### src/design/idct_pkg.sv
// Shared definitions for the single-block IDCT row engine.
// Holds the SRAM memory map, word widths, block geometry and the
// cosine basis table, scaled by 4096, used by the row transform.
// Modules and the interface pull it in with a wildcard import.

package idct_pkg;

	localparam int SRAM_ADDR_W = 18;
	localparam int SRAM_DATA_W = 16;

	typedef logic [SRAM_ADDR_W-1:0] sram_addr_t;
	typedef logic signed [SRAM_DATA_W-1:0] sram_data_t;

	// segment bases and image row pitch, in words
	localparam sram_addr_t COEF_BASE = 18'd76800;
	localparam sram_addr_t RESULT_BASE = 18'd0;
	localparam sram_addr_t ROW_STRIDE = 18'd320;

	localparam int BLOCK_DIM = 8;
	localparam int BLOCKS_X = 40;
	localparam int BLOCKS_Y = 30;

	typedef logic [5:0] blk_x_t;
	typedef logic [4:0] blk_y_t;

	// buffer index is {row, col}
	localparam int BUF_ADDR_W = 6;
	typedef logic [BUF_ADDR_W-1:0] buf_addr_t;

	typedef logic signed [31:0] acc_t;
	typedef logic signed [15:0] cos_t;

	localparam int SHIFT = 8;

	// C[k][c] at index k*8 + c
	localparam cos_t COS_TABLE [64] = '{
		16'sd1448,  16'sd1448,  16'sd1448,  16'sd1448,
		16'sd1448,  16'sd1448,  16'sd1448,  16'sd1448,
		16'sd2008,  16'sd1702,  16'sd1137,  16'sd399,
		-16'sd399,  -16'sd1137, -16'sd1702, -16'sd2008,
		16'sd1892,  16'sd783,   -16'sd783,  -16'sd1892,
		-16'sd1892, -16'sd783,  16'sd783,   16'sd1892,
		16'sd1702,  -16'sd399,  -16'sd2008, -16'sd1137,
		16'sd1137,  16'sd2008,  16'sd399,   -16'sd1702,
		16'sd1448,  -16'sd1448, -16'sd1448, 16'sd1448,
		16'sd1448,  -16'sd1448, -16'sd1448, 16'sd1448,
		16'sd1137,  -16'sd2008, 16'sd399,   16'sd1702,
		-16'sd1702, -16'sd399,  16'sd2008,  -16'sd1137,
		16'sd783,   -16'sd1892, 16'sd1892,  -16'sd783,
		-16'sd783,  16'sd1892,  -16'sd1892, 16'sd783,
		16'sd399,   -16'sd1137, 16'sd1702,  -16'sd2008,
		16'sd2008,  -16'sd1702, 16'sd1137,  -16'sd399
	};

	// first word of block (bx, by) in a segment starting at base
	function automatic sram_addr_t blk_origin(sram_addr_t base, blk_x_t bx, blk_y_t by);
		sram_addr_t row_off;
		sram_addr_t col_off;
		row_off = sram_addr_t'(by) * sram_addr_t'(BLOCK_DIM) * ROW_STRIDE;
		col_off = sram_addr_t'(bx) * sram_addr_t'(BLOCK_DIM);
		return base + row_off + col_off;
	endfunction

endpackage

### src/design/block_buf_if.sv
// Link between the coefficient fetcher, the block buffer and the
// row transform. The fetcher writes, the transform reads, and the
// buffer answers a read address with data one cycle later.

`timescale 1ns/10ps

interface block_buf_if;
	import idct_pkg::*;

	buf_addr_t  wr_addr;
	sram_data_t wr_data;
	logic       wr_en;
	buf_addr_t  rd_addr;
	sram_data_t rd_data;

	modport fetch (
		output wr_addr, wr_data, wr_en
	);

	modport ram (
		input  wr_addr, wr_data, wr_en, rd_addr,
		output rd_data
	);

	modport xform (
		output rd_addr,
		input  rd_data
	);

endinterface

### src/design/block_ram.sv
// On-chip block buffer holding the 64 coefficients of one block.
// One synchronous write port fed by the fetcher and one read port
// whose data appears the cycle after the address.

`timescale 1ns/10ps

module block_ram (
	input logic     Clock,
	block_buf_if.ram bbuf
);
	import idct_pkg::*;

	sram_data_t mem [2**BUF_ADDR_W];

	always_ff @(posedge Clock) begin
		if (bbuf.wr_en) begin
			mem[bbuf.wr_addr] <= bbuf.wr_data;
		end
	end

	// registered read
	always_ff @(posedge Clock) begin
		bbuf.rd_data <= mem[bbuf.rd_addr];
	end

endmodule

### src/design/coef_fetch.sv
// Block fetcher and owner of the SRAM port.
// An accepted start reads the 64 coefficients of the selected block
// in row-major order, one address per cycle, and writes each word to
// the block buffer as it returns two cycles later. fill_done_o pulses
// after the last buffer write. While idle the result writes of the
// transform pass through to the SRAM pins.

`timescale 1ns/10ps

module coef_fetch (
	input  logic                 Clock,
	input  logic                 Resetn,
	input  logic                 start_i,
	input  idct_pkg::blk_x_t     block_x_i,
	input  idct_pkg::blk_y_t     block_y_i,
	input  logic                 busy_i,
	output idct_pkg::sram_addr_t sram_addr_o,
	input  idct_pkg::sram_data_t sram_rdata_i,
	output idct_pkg::sram_data_t sram_wdata_o,
	output logic                 sram_we_n_o,
	input  idct_pkg::sram_addr_t res_addr_i,
	input  idct_pkg::sram_data_t res_data_i,
	input  logic                 res_we_i,
	block_buf_if.fetch           bbuf,
	output logic                 fetching_o,
	output logic                 fill_done_o
);
	import idct_pkg::*;

	logic       start_ok;
	logic       issuing;
	logic [2:0] row_cnt;
	logic [2:0] col_cnt;
	sram_addr_t row_addr;
	buf_addr_t  idx_d1;
	buf_addr_t  idx_d2;
	logic       vld_d1;
	logic       vld_d2;

	assign start_ok = start_i && !busy_i;

	always_ff @(posedge Clock or negedge Resetn) begin
		if (!Resetn) begin
			fetching_o <= 1'b0;
			issuing <= 1'b0;
			row_cnt <= 3'd0;
			col_cnt <= 3'd0;
			vld_d1 <= 1'b0;
			vld_d2 <= 1'b0;
			fill_done_o <= 1'b0;
		end else begin
			vld_d1 <= issuing;
			vld_d2 <= vld_d1;
			fill_done_o <= vld_d2 && (idx_d2 == '1);
			if (start_ok) begin
				fetching_o <= 1'b1;
				issuing <= 1'b1;
				row_cnt <= 3'd0;
				col_cnt <= 3'd0;
			end else begin
				// stays high until the buffer is full
				if (fill_done_o) begin
					fetching_o <= 1'b0;
				end
				if (issuing) begin
					col_cnt <= col_cnt + 3'd1;
					if (col_cnt == 3'd7) begin
						row_cnt <= row_cnt + 3'd1;
						if (row_cnt == 3'd7) begin
							issuing <= 1'b0;
						end
					end
				end
			end
		end
	end

	// buffer index follows the SRAM read latency
	always_ff @(posedge Clock) begin
		idx_d1 <= {row_cnt, col_cnt};
		idx_d2 <= idx_d1;
		if (start_ok) begin
			row_addr <= blk_origin(COEF_BASE, block_x_i, block_y_i);
		end else if (issuing && col_cnt == 3'd7) begin
			row_addr <= row_addr + ROW_STRIDE;
		end
	end

	assign bbuf.wr_addr = idx_d2;
	assign bbuf.wr_data = sram_rdata_i;
	assign bbuf.wr_en = vld_d2;

	always_comb begin
		if (fetching_o) begin
			sram_addr_o = row_addr + sram_addr_t'(col_cnt);
			sram_wdata_o = '0;
			sram_we_n_o = 1'b1;
		end else begin
			sram_addr_o = res_addr_i;
			sram_wdata_o = res_data_i;
			sram_we_n_o = ~res_we_i;
		end
	end

endmodule

### src/design/idct_row_top.sv
// Top level of the single-block IDCT row engine.
// A start pulse while idle selects a block; the engine fetches its
// coefficients from SRAM, runs the first IDCT pass and writes the
// scaled results back to the result segment, then pulses done_o.

`timescale 1ns/10ps

module idct_row_top (
	input  logic                 Clock,
	input  logic                 Resetn,
	input  logic                 start_i,
	input  idct_pkg::blk_x_t     block_x_i,
	input  idct_pkg::blk_y_t     block_y_i,
	output idct_pkg::sram_addr_t sram_addr_o,
	input  idct_pkg::sram_data_t sram_rdata_i,
	output idct_pkg::sram_data_t sram_wdata_o,
	output logic                 sram_we_n_o,
	output logic                 busy_o,
	output logic                 done_o
);
	import idct_pkg::*;

	logic       fill_done;
	logic       fetching;
	sram_addr_t res_addr;
	sram_data_t res_data;
	logic       res_we;

	block_buf_if bbuf0 ();

	coef_fetch fetch0 (
		.Clock        (Clock),
		.Resetn       (Resetn),
		.start_i      (start_i),
		.block_x_i    (block_x_i),
		.block_y_i    (block_y_i),
		.busy_i       (busy_o),
		.sram_addr_o  (sram_addr_o),
		.sram_rdata_i (sram_rdata_i),
		.sram_wdata_o (sram_wdata_o),
		.sram_we_n_o  (sram_we_n_o),
		.res_addr_i   (res_addr),
		.res_data_i   (res_data),
		.res_we_i     (res_we),
		.bbuf         (bbuf0),
		.fetching_o   (fetching),
		.fill_done_o  (fill_done)
	);

	block_ram ram0 (
		.Clock (Clock),
		.bbuf  (bbuf0)
	);

	row_transform xform0 (
		.Clock       (Clock),
		.Resetn      (Resetn),
		.fill_done_i (fill_done),
		.fetching_i  (fetching),
		.bbuf        (bbuf0),
		.res_addr_o  (res_addr),
		.res_data_o  (res_data),
		.res_we_o    (res_we),
		.block_x_i   (block_x_i),
		.block_y_i   (block_y_i),
		.busy_o      (busy_o),
		.done_o      (done_o)
	);

endmodule

### src/design/row_transform.sv
// First IDCT pass over one buffered block.
// Each row is read into an eight-entry row register (9 cycles), then
// every output T[r][c] is summed over four cycles with two multiplies
// per cycle while the row register rotates by two entries. Each sum
// is shifted, saturated to 16 bits and written to the result segment
// in the cycle after its last accumulate. done_o pulses one cycle
// after the 64th write.

`timescale 1ns/10ps

module row_transform (
	input  logic                 Clock,
	input  logic                 Resetn,
	input  logic                 fill_done_i,
	input  logic                 fetching_i,
	block_buf_if.xform           bbuf,
	output idct_pkg::sram_addr_t res_addr_o,
	output idct_pkg::sram_data_t res_data_o,
	output logic                 res_we_o,
	input  idct_pkg::blk_x_t     block_x_i,
	input  idct_pkg::blk_y_t     block_y_i,
	output logic                 busy_o,
	output logic                 done_o
);
	import idct_pkg::*;

	logic       loading;
	logic       calc;
	logic       tail;
	logic [3:0] ld_cnt;
	logic [2:0] row_idx;
	logic [2:0] col_idx;
	logic [1:0] step;
	logic       out_last;
	logic       row_last;

	sram_data_t row_reg [8];
	acc_t       acc;
	acc_t       prod0;
	acc_t       prod1;
	acc_t       sum_next;
	sram_addr_t row_base;

	function automatic sram_data_t saturate(acc_t sum);
		acc_t shifted;
		shifted = sum >>> SHIFT;
		if (shifted > 32'sd32767) begin
			return 16'sh7fff;
		end else if (shifted < -32'sd32768) begin
			return -16'sh8000;
		end
		return sram_data_t'(shifted);
	endfunction

	assign out_last = calc && (step == 2'd3);
	assign row_last = out_last && (col_idx == 3'd7);

	assign busy_o = fetching_i | loading | calc | tail;

	// row word k sits in row_reg[k] after loading
	assign bbuf.rd_addr = {row_idx, ld_cnt[2:0]};

	// k = 2*step and 2*step+1, rotation keeps them in entries 0 and 1
	assign prod0 = acc_t'(row_reg[0]) * acc_t'(COS_TABLE[{step, 1'b0, col_idx}]);
	assign prod1 = acc_t'(row_reg[1]) * acc_t'(COS_TABLE[{step, 1'b1, col_idx}]);
	assign sum_next = ((step == 2'd0) ? acc_t'(0) : acc) + prod0 + prod1;

	always_ff @(posedge Clock or negedge Resetn) begin
		if (!Resetn) begin
			loading <= 1'b0;
			calc <= 1'b0;
			tail <= 1'b0;
			ld_cnt <= 4'd0;
			row_idx <= 3'd0;
			col_idx <= 3'd0;
			step <= 2'd0;
			res_we_o <= 1'b0;
			done_o <= 1'b0;
		end else begin
			res_we_o <= out_last;
			done_o <= tail;
			if (fill_done_i) begin
				loading <= 1'b1;
				ld_cnt <= 4'd0;
				row_idx <= 3'd0;
			end else if (loading) begin
				if (ld_cnt == 4'd8) begin
					loading <= 1'b0;
					calc <= 1'b1;
					step <= 2'd0;
					col_idx <= 3'd0;
				end else begin
					ld_cnt <= ld_cnt + 4'd1;
				end
			end else if (calc) begin
				step <= step + 2'd1;
				if (step == 2'd3) begin
					col_idx <= col_idx + 3'd1;
				end
				if (row_last) begin
					calc <= 1'b0;
					if (row_idx == 3'd7) begin
						tail <= 1'b1;
					end else begin
						loading <= 1'b1;
						ld_cnt <= 4'd0;
						row_idx <= row_idx + 3'd1;
					end
				end
			end else if (tail) begin
				// last result goes out this cycle
				tail <= 1'b0;
			end
		end
	end

	always_ff @(posedge Clock) begin
		if (fill_done_i) begin
			row_base <= blk_origin(RESULT_BASE, block_x_i, block_y_i);
		end else if (row_last) begin
			row_base <= row_base + ROW_STRIDE;
		end

		if (loading && ld_cnt != 4'd0) begin
			row_reg[7] <= bbuf.rd_data;
			for (int i = 0; i < 7; i++) begin
				row_reg[i] <= row_reg[i + 1];
			end
		end else if (calc) begin
			for (int i = 0; i < 8; i++) begin
				row_reg[i] <= row_reg[(i + 2) % 8];
			end
		end

		if (calc) begin
			acc <= sum_next;
		end
		if (out_last) begin
			res_data_o <= saturate(sum_next);
			res_addr_o <= row_base + sram_addr_t'(col_idx);
		end
	end

endmodule

### config.mk
export PLATFORM = sky130hd
export DESIGN_NAME = idct_row_top
export DESIGN_NICKNAME = d
export VERILOG_FILES = /design/src/design/idct_pkg.sv /design/src/design/block_buf_if.sv /design/src/design/block_ram.sv /design/src/design/coef_fetch.sv /design/src/design/idct_row_top.sv /design/src/design/row_transform.sv
export SDC_FILE = /design/constraint.sdc
export NUM_CORES = 2
export LEC_CHECK = 0
export ABC_AREA = 1
export BUFFER_PORTS_ARGS = -buffer_cell sky130_fd_sc_hd__buf_2
export CAP_MARGIN = 20
export CORE_MARGIN = 3
export CORE_UTILIZATION = 53
export DETAILED_ROUTE_END_ITERATION = 12
export PLACE_DENSITY = 0.69
export SETUP_SLACK_MARGIN = 0.3
export SLEW_MARGIN = 20
export SYNTH_ARGS = -nofsm -noshare
export SYNTH_HDL_FRONTEND = slang
export SYNTH_SLANG_ARGS = --single-unit
### constraint.sdc
create_clock -name Clock -period 16.9 [get_ports Clock]
set_clock_uncertainty 0.2 [all_clocks]
set_input_delay 2.535 -clock Clock [delete_from_list [all_inputs] [get_ports Clock]]
set_output_delay 2.535 -clock Clock [all_outputs]
set_load 0.005 [all_outputs]
# ---- After elaboration in Yosys (flattened, before gate mapping)
# Memories as Yosys holds them, arrays and structs flattened. A register that Yosys moved wholly into a read port is not among the register bits.
# Index checks and enable logic that the tools add are counted.
dict set report totals {
  register_bits 142
  ram_bits 1152
  mem_bits_ro 2048
  input_bits 30
  out_inout_bits 37
  word_cells 180
  mem_count 4
}
dict set report classes {
  addsub 15
  n_mul 3
  magnitude_cmp 4
  n_eq_ne 14
  muxes 75
  bitwise 16
  reduce_logical 26
}
# memory words word_bits rd rd_ports_with_merged_regs wr line
set memory_table {}
lappend memory_table {{(name not given)} 64 16 1 0 0 row_transform.sv:64} ;# assign prod0 = acc_t'(row_reg[0]) * acc_t'(COS_TABLE[{step, 1'b0, col_idx}]);
lappend memory_table {{(name not given)} 64 16 1 0 0 row_transform.sv:65} ;# assign prod1 = acc_t'(row_reg[1]) * acc_t'(COS_TABLE[{step, 1'b1, col_idx}]);
lappend memory_table {ram0.mem 64 16 1 1 1 block_ram.sv:13} ;# sram_data_t mem [2**BUF_ADDR_W];
lappend memory_table {xform0.row_reg 8 16 8 0 8 row_transform.sv:37} ;# sram_data_t row_reg [8];
# operator count
set op_table {}
lappend op_table {{2-to-1 mux 16 bit} 16}
lappend op_table {{2-to-1 mux 18 bit} 5}
lappend op_table {{adder 32 bit} 2}
lappend op_table {{multiplier 16 x 16 -> 32 bit} 2}
lappend op_table {{2-to-1 mux 3 bit} 14}
lappend op_table {{adder 18 x 3 -> 18 bit} 2}
lappend op_table {{adder 18 x 9 -> 18 bit} 2}
lappend op_table {{adder 18 x 9 -> 18 bit, second input constant} 2}
lappend op_table {{2-to-1 mux 32 bit} 1}
lappend op_table {{2-to-1 mux 1 bit} 30}
lappend op_table {{greater-than comparator 24 x 16 -> 1 bit, second input constant} 1}
lappend op_table {{less-than comparator 24 x 16 -> 1 bit, second input constant} 1}
lappend op_table {{2-to-1 mux 4 bit} 6}
lappend op_table {{adder 17 x 18 -> 18 bit, first input constant} 1}
lappend op_table {{AND reduction 4 bit} 4}
lappend op_table {{nonzero test 2 bit} 8}
lappend op_table {{>= comparator 7 bit, second input constant} 2}
lappend op_table {{inverter 6 -> 7 bit} 2}
lappend op_table {{adder 3 x 1 -> 3 bit, second input constant} 4}
lappend op_table {{== test 3 bit, second input constant} 4}
lappend op_table {{OR 1 bit} 11}
lappend op_table {{inequality test 2 bit, second input constant} 5}
lappend op_table {{multiplier 5 x 3 -> 8 bit, second input constant} 1}
lappend op_table {{== test 6 bit, second input constant} 1}
lappend op_table {{15 further kinds} 26}

# ---- Longest topological paths before layout
dict set report depth {
  word_depth 12
  ltp_mapped 44
  mapped_depth_nobuf 41
}

# ---- Hierarchy
# A second synthesis with hierarchy kept.
dict set report unflattened {
  cells_unflattened 7109
  hier_area_um2 75022.0
}
# module n_inst cells_each area_per_inst_um2 seq_area_each_um2
set by_module_without_submodules {}
lappend by_module_without_submodules {block_ram 1 3517 42099.1 31069.8}
lappend by_module_without_submodules {row_transform 1 3293 30626.9 6701.4}
lappend by_module_without_submodules {coef_fetch 1 299 2296.0 965.9}

# ---- Worst setup path before layout
# Ideal clock, no wire load.
dict set report synth_path {
  path_kind {register -> register}
  start {register xform0.col_idx[1]}
  end {register xform0.res_data_o[10], data pin}
  setup_ns 0.252
  arrival_time_ns 8.136
  t_required_ns 16.448
  slack_ns 8.312
  path_stages_with_launch 41
  n_path_buf 3
  period_less_slack_ns 8.588
  path_cell_list {dfrtp_1 > inv_1 > ha_1 > nor2_1 > nor2_2 > nand2_2 > nand2_4 > inv_1 > clkbuf_1 > buf_2 > nor2_1 > inv_1 > fa_1 > fa_1 > inv_1 > fa_1 > fa_1 > inv_1 > [5 not listed] > inv_1 > fa_1 > ha_1 > nand2_1 > inv_2 > nand3_1 > nor3_1 > and3_1 > nand2_1 > nand2_1 > nand2_1 > nand2_1 > inv_1 > nor2_1 > nand3_2 > nand2_4 > buf_8 > nand2_2}
}
dict set report synth_via {
  elab_chain_cells 12
  word_cells_on_any_way 19
  classes_between {add/sub (2); mul (2); order compare (2); mux (9); bitwise (2); memory (2)}
}
# element line
set synth_lines {}
lappend synth_lines {{from (decl)} row_transform.sv:32} ;# logic [2:0] col_idx;
lappend synth_lines {{from (signal assigned)} row_transform.sv:98} ;# col_idx <= col_idx + 3'd1;
lappend synth_lines {{inverter 6 -> 7 bit (not written as such)} row_transform.sv:64}
lappend synth_lines {{memory (64 x 16 bit)} n/a}
lappend synth_lines {{2-to-1 mux 16 bit (not written as such) (2 in series)} row_transform.sv:64}
lappend synth_lines {{multiplier 16 x 16 -> 32 bit} row_transform.sv:64}
lappend synth_lines {{adder 32 bit} row_transform.sv:66} ;# assign sum_next = ((step == 2'd0) ? acc_t'(0) : acc) + prod0 + prod1;
lappend synth_lines {{adder 32 bit (*)} row_transform.sv:66}
lappend synth_lines {{net xform0.sum_next[30]} row_transform.sv:41} ;# acc_t sum_next;
lappend synth_lines {{less-than comparator 24 x 16 -> 1 bit} row_transform.sv:49} ;# end else if (shifted < -32'sd32768) begin
lappend synth_lines {{2-to-1 mux 1 bit} row_transform.sv:49}
lappend synth_lines {{2-to-1 mux 1 bit} row_transform.sv:47} ;# if (shifted > 32'sd32767) begin
lappend synth_lines {{2-to-1 mux 1 bit} row_transform.sv:138} ;# if (out_last) begin
lappend synth_lines {{2-to-1 mux 16 bit (*)} row_transform.sv:52} ;# return sram_data_t'(shifted);
lappend synth_lines {{to (signal assigned)} row_transform.sv:139} ;# res_data_o <= saturate(sum_next);
lappend synth_lines {{to (decl)} row_transform.sv:18} ;# output idct_pkg::sram_data_t res_data_o,
# Mark *: on every way through the listed nets, which the timed path passes. The rest lies on a longest branch. The select of a mux whose other input is x is not followed.
# A chain may end at the register's enable or synchronous reset.

# ---- Final worst setup path
dict set report layout_path {
  start {register xform0.col_idx[1]}
  end {register xform0.res_data_o[1], data pin}
}
# The elaborated chain is that of the path after synthesis.

==> out/summary.md <==
The initial antenna violation count is 0, and the number of flops mapped to enable cells by yosys is 1,248. The worst path meets setup with 6.69 ns of slack. The run gives 3 as the largest buffer count on any clock path. The cell count of the worst reg-to-reg path works out to 35. The max-capacitance violation count is 0, and the time the final worst path needs with I/O delays and setup is 10.21 ns. The largest single stage delay on the critical path is 0.59 ns. The synthesized design contains 1,304 register bits. The power per cell area is 82.5 nW/um2.

The wire length of the first global-routing pass came out at 296,000 um. For this run, the register share of the synthesized area comes to 53.3%. The tools report the number of failing hold endpoints at the final stage as 0. Excluding fillers, the count of instances in the completed layout stands at 8,369.

In the synthesized netlist, the number of instances is 6,463. The cell area that synthesis handed to floorplanning was 72,700 um2. After detailed routing, the total wire length is 195,000 um. TritonCTS created 136 clock buffers. The tools report the count of pins over their slew limit as 0. The type of the setup path with the least slack is reg -> reg. The Yosys step of the flow raised 0 warnings.

The post-route clock period utilization is 60.4%. The clock net in this run drives a total of 1,304 sinks. Including well taps, the total number of placed cells is 8,125. The clock latency of the later-clocked register in the worst-skew pair is 0.76 ns, and the worst-path maximum fanout is 15. Cell with the largest stage delay on the worst path: sky130_fd_sc_hd__dfrtp_1. The logs give 17.21 ns for the required time reported for the critical path endpoint and 7,272 for the post-synthesis net count. The detail-routed net length per standard cell works out to 23.3 um. After routing, the total negative slack on setup checks comes to 0 ns.

The most used flip-flop cell after synthesis is sky130_fd_sc_hd__edfxtp_1. The average footprint of a synthesized cell is 11.3 um2, and the remaining design rule violation count is 0. The worst setup path is launched from a flop. In this run, post-CTS hold repair placed 0 buffers.

The post-synthesis cell type count was 55. Gates resized during post-CTS repair numbered 0. Entering global routing, the biggest net connects 184 pins. The total of buffers placed on input and output ports is 66, and the number of global-route vias before repair is 48,400. In this run the horizontal extent of the chip is 376 um. The post-CTS repair timing setup buffer count came out at 0.

The share of synthesized flip-flops with an asynchronous set or reset came out at 2.15%. The run finished with clean final reports. The floorplan has 135 rows. Along the worst hold path, the cell count comes to 0.

In this run, the number of DRC markers left after iteration 0 of detailed routing was 5,136. Area added between synthesis and finish: 9.21%. The effective utilization at floorplan is 53.5%, and the endpoint arrival time on the critical path is 10.52 ns. The run gives 0.131 ns as the worst slack on hold paths. TritonCTS built the clock tree. The global-route usage over all layers is 27.7%, and the worst voltage drop across the vdd grid is 0.129 mV. The average via count per standard cell was 5.80. Summed over all layers, the global routing overflow is 0. The run gives 26.3% as the worst slew margin relative to its limit. The post-placement setup slack is 6.76 ns.

The final route contains 48,600 vias. The worst hold path belongs to the class reg -> reg. The congestion estimate from routability-driven global placement came to 1.02.

Most frequent cell on the critical path: sky130_fd_sc_hd__fa_1. The count of nets left with antenna violations once routing finished came out at 0. The post-route netlist has 7.44% of its cells at a drive strength greater than 1. The die is 376 um tall. The placed instances occupy a cell area of 75,000 um2. The total non-filler cell area in the finished layout was 79,400 um2; the number of nets in the finished design was 7,292. The root buffer cell chosen for the clock tree is sky130_fd_sc_hd__clkbuf_16. In this run the count of I/O pins placed on the die edge is 67. Derived from the worst setup path, the maximum achievable clock frequency is 97.9 MHz. The number of levels the H-tree was split into was 4. The analysis attributes to cell leakage a power of 31.6 nW. The die covers 142,000 um2.

Setup repair after global routing left no endpoint under its margin. For the pin with the worst max-slew slack, the measured transition is 1.11 ns. The total area inside the core boundary comes to 136,000 um2. After clock tree synthesis, the clock-pin slew on the worst setup and hold paths is 0.06 ns.

STA classifies the critical path endpoint as a flop. The number of flip-flops in the largest register works out to 1,024. Setup violations remaining at the end of the flow were counted as 0.

The run gives 130,000 um as the post-DP HPWL. The first detailed-routing pass ran for 6 iterations.
path summary, 6_finish.rpt:
| check | startpoint | slack, ns | end |
|---|---|---|---|
| min | fetch0.idx_d1[3]$_DFF_P_ | 0.13 | fetch0.bbuf.wr_addr[3]$_DFF_P_ |
| min in group asynchronous | Resetn | 1.60 | xform0.res_we_o$_DFF_PN0_ |
| max in group asynchronous | Resetn | 14.41 | xform0.ld_cnt[2]$_DFFE_PN0P_ |
| max | xform0.col_idx[1]$_DFFE_PN0P_ | 6.69 | xform0.res_data_o[1]$_DFFE_PP_ |
| min reg2reg | fetch0.idx_d1[3]$_DFF_P_ | 0.13 | fetch0.bbuf.wr_addr[3]$_DFF_P_ |
| max reg2reg | xform0.col_idx[1]$_DFFE_PN0P_ | 6.69 | xform0.res_data_o[1]$_DFFE_PP_ |
through the flow:
step | util [%] | power (W)
6_report | 58.5 | 0.00655
5_1_grt | 58.5 | 0.00672
3_5_place_dp | 55.2 | 0.00366
4_1_cts | 58.5 | 0.00659
2_1_floorplan | - | 0.00361
3_3_place_gp | 55.2 | 0.00366
logic make-up (layout without fill, tap and decap cells):
group	Yosys count	in the layout	share of synthesized area, %
compound gates	1221	1221	9.30
xor+xnor	34	34	0.410
fa+ha+maj	779	779	19.7
buf+inv	1265	1389	6.69
flops	1304	1304	53.3
mux	48	48	0.743
other cells	0	1	0
simple gates	1812	1812	9.87
layout by cell type (no fill, tap or decap), types with 14 or more instances in the layout:
| cell type | count |
|---|---|
| sky130_fd_sc_hd__o22ai_1 | 282 |
| sky130_fd_sc_hd__nand2_1 | 561 |
| sky130_fd_sc_hd__a21oi_1 | 64 |
| sky130_fd_sc_hd__xor2_1 | 24 |
| sky130_fd_sc_hd__clkinv_1 | 30 |
| sky130_fd_sc_hd__nor2_1 | 1076 |
| sky130_fd_sc_hd__inv_1 | 935 |
| sky130_fd_sc_hd__clkinv_2 | 21 |
| sky130_fd_sc_hd__nand2_2 | 22 |
| sky130_fd_sc_hd__nand3_1 | 86 |
| sky130_fd_sc_hd__ha_1 | 168 |
| sky130_fd_sc_hd__fa_1 | 611 |
| sky130_fd_sc_hd__o221ai_1 | 34 |
| sky130_fd_sc_hd__mux2_2 | 48 |
| sky130_fd_sc_hd__clkbuf_16 | 138 |
| sky130_fd_sc_hd__o21ai_0 | 759 |
| sky130_fd_sc_hd__edfxtp_1 | 1248 |
| sky130_fd_sc_hd__buf_4 | 117 |
| sky130_fd_sc_hd__dfxtp_1 | 28 |
| sky130_fd_sc_hd__nand4_1 | 21 |
| sky130_fd_sc_hd__o21ai_1 | 20 |
| sky130_fd_sc_hd__dfrtp_1 | 24 |
| sky130_fd_sc_hd__o211ai_1 | 14 |
| sky130_fd_sc_hd__clkbuf_1 | 35 |
| sky130_fd_sc_hd__buf_2 | 66 |
synth_stat cells, drive strengths merged (14+ instances only):
library cell | n | area share [%]
inv | 951 | 4.9
mux2 | 48 | 0.74
a21oi | 64 | 0.44
dfrtp | 28 | 0.96
o221ai | 34 | 0.41
nand4 | 21 | 0.18
o211ai | 14 | 0.14
buf | 70 | 0.51
nand3 | 90 | 0.65
edfxtp | 1248 | 52
dfxtp | 28 | 0.77
clkbuf | 233 | 1.2
ha | 168 | 2.9
xor2 | 24 | 0.29
fa | 611 | 17
nand2 | 592 | 3.2
o21ai | 779 | 5.4
nor2 | 1083 | 5.6
o22ai | 282 | 2.4
power by group:
group           total, W  internal [W]  leakage [nW]  switching, W
clock network    0.00296       0.00168          2.15       0.00128
logic          0.0000625    0.00000796          17.7     0.0000546
registers        0.00353       0.00353          11.8   0.000000472
per-layer routing:
metal,GRT usage [%],share of wire [%],vias up,wire [um]
met5,0,0,-,0
met4,12.1,4.7,0,9240
met3,4.53,8.4,442,16300
met2,44.5,47,2304,92600
met1,37.6,39,24200,76900
li1,-,-,21600,-
worst max-delay path: cells and delay by family (launching register included):
family | cells | cell delay, ns
DFF | 1 | 0.59
and+or+nand+nor | 16 | 2.90
AOI/OAI and AO/OA | 1 | 0.12
buffers and inverters | 8 | 1.13
adders and majority gates | 10 | 5.02
layout make-up:
cell class / instances / area (um2)
antenna: 1 / 2.50
clock buffer: 178 / 3650
clock inverter: 64 / 754
fill: 11000 / 56400
inverter: 962 / 3630
multi-input combinational: 3894 / 29100
sequential: 1304 / 38700
tap: 1781 / 2230
timing repair buffer: 185 / 1240
Note: power is estimated with default switching activity, not from simulation.
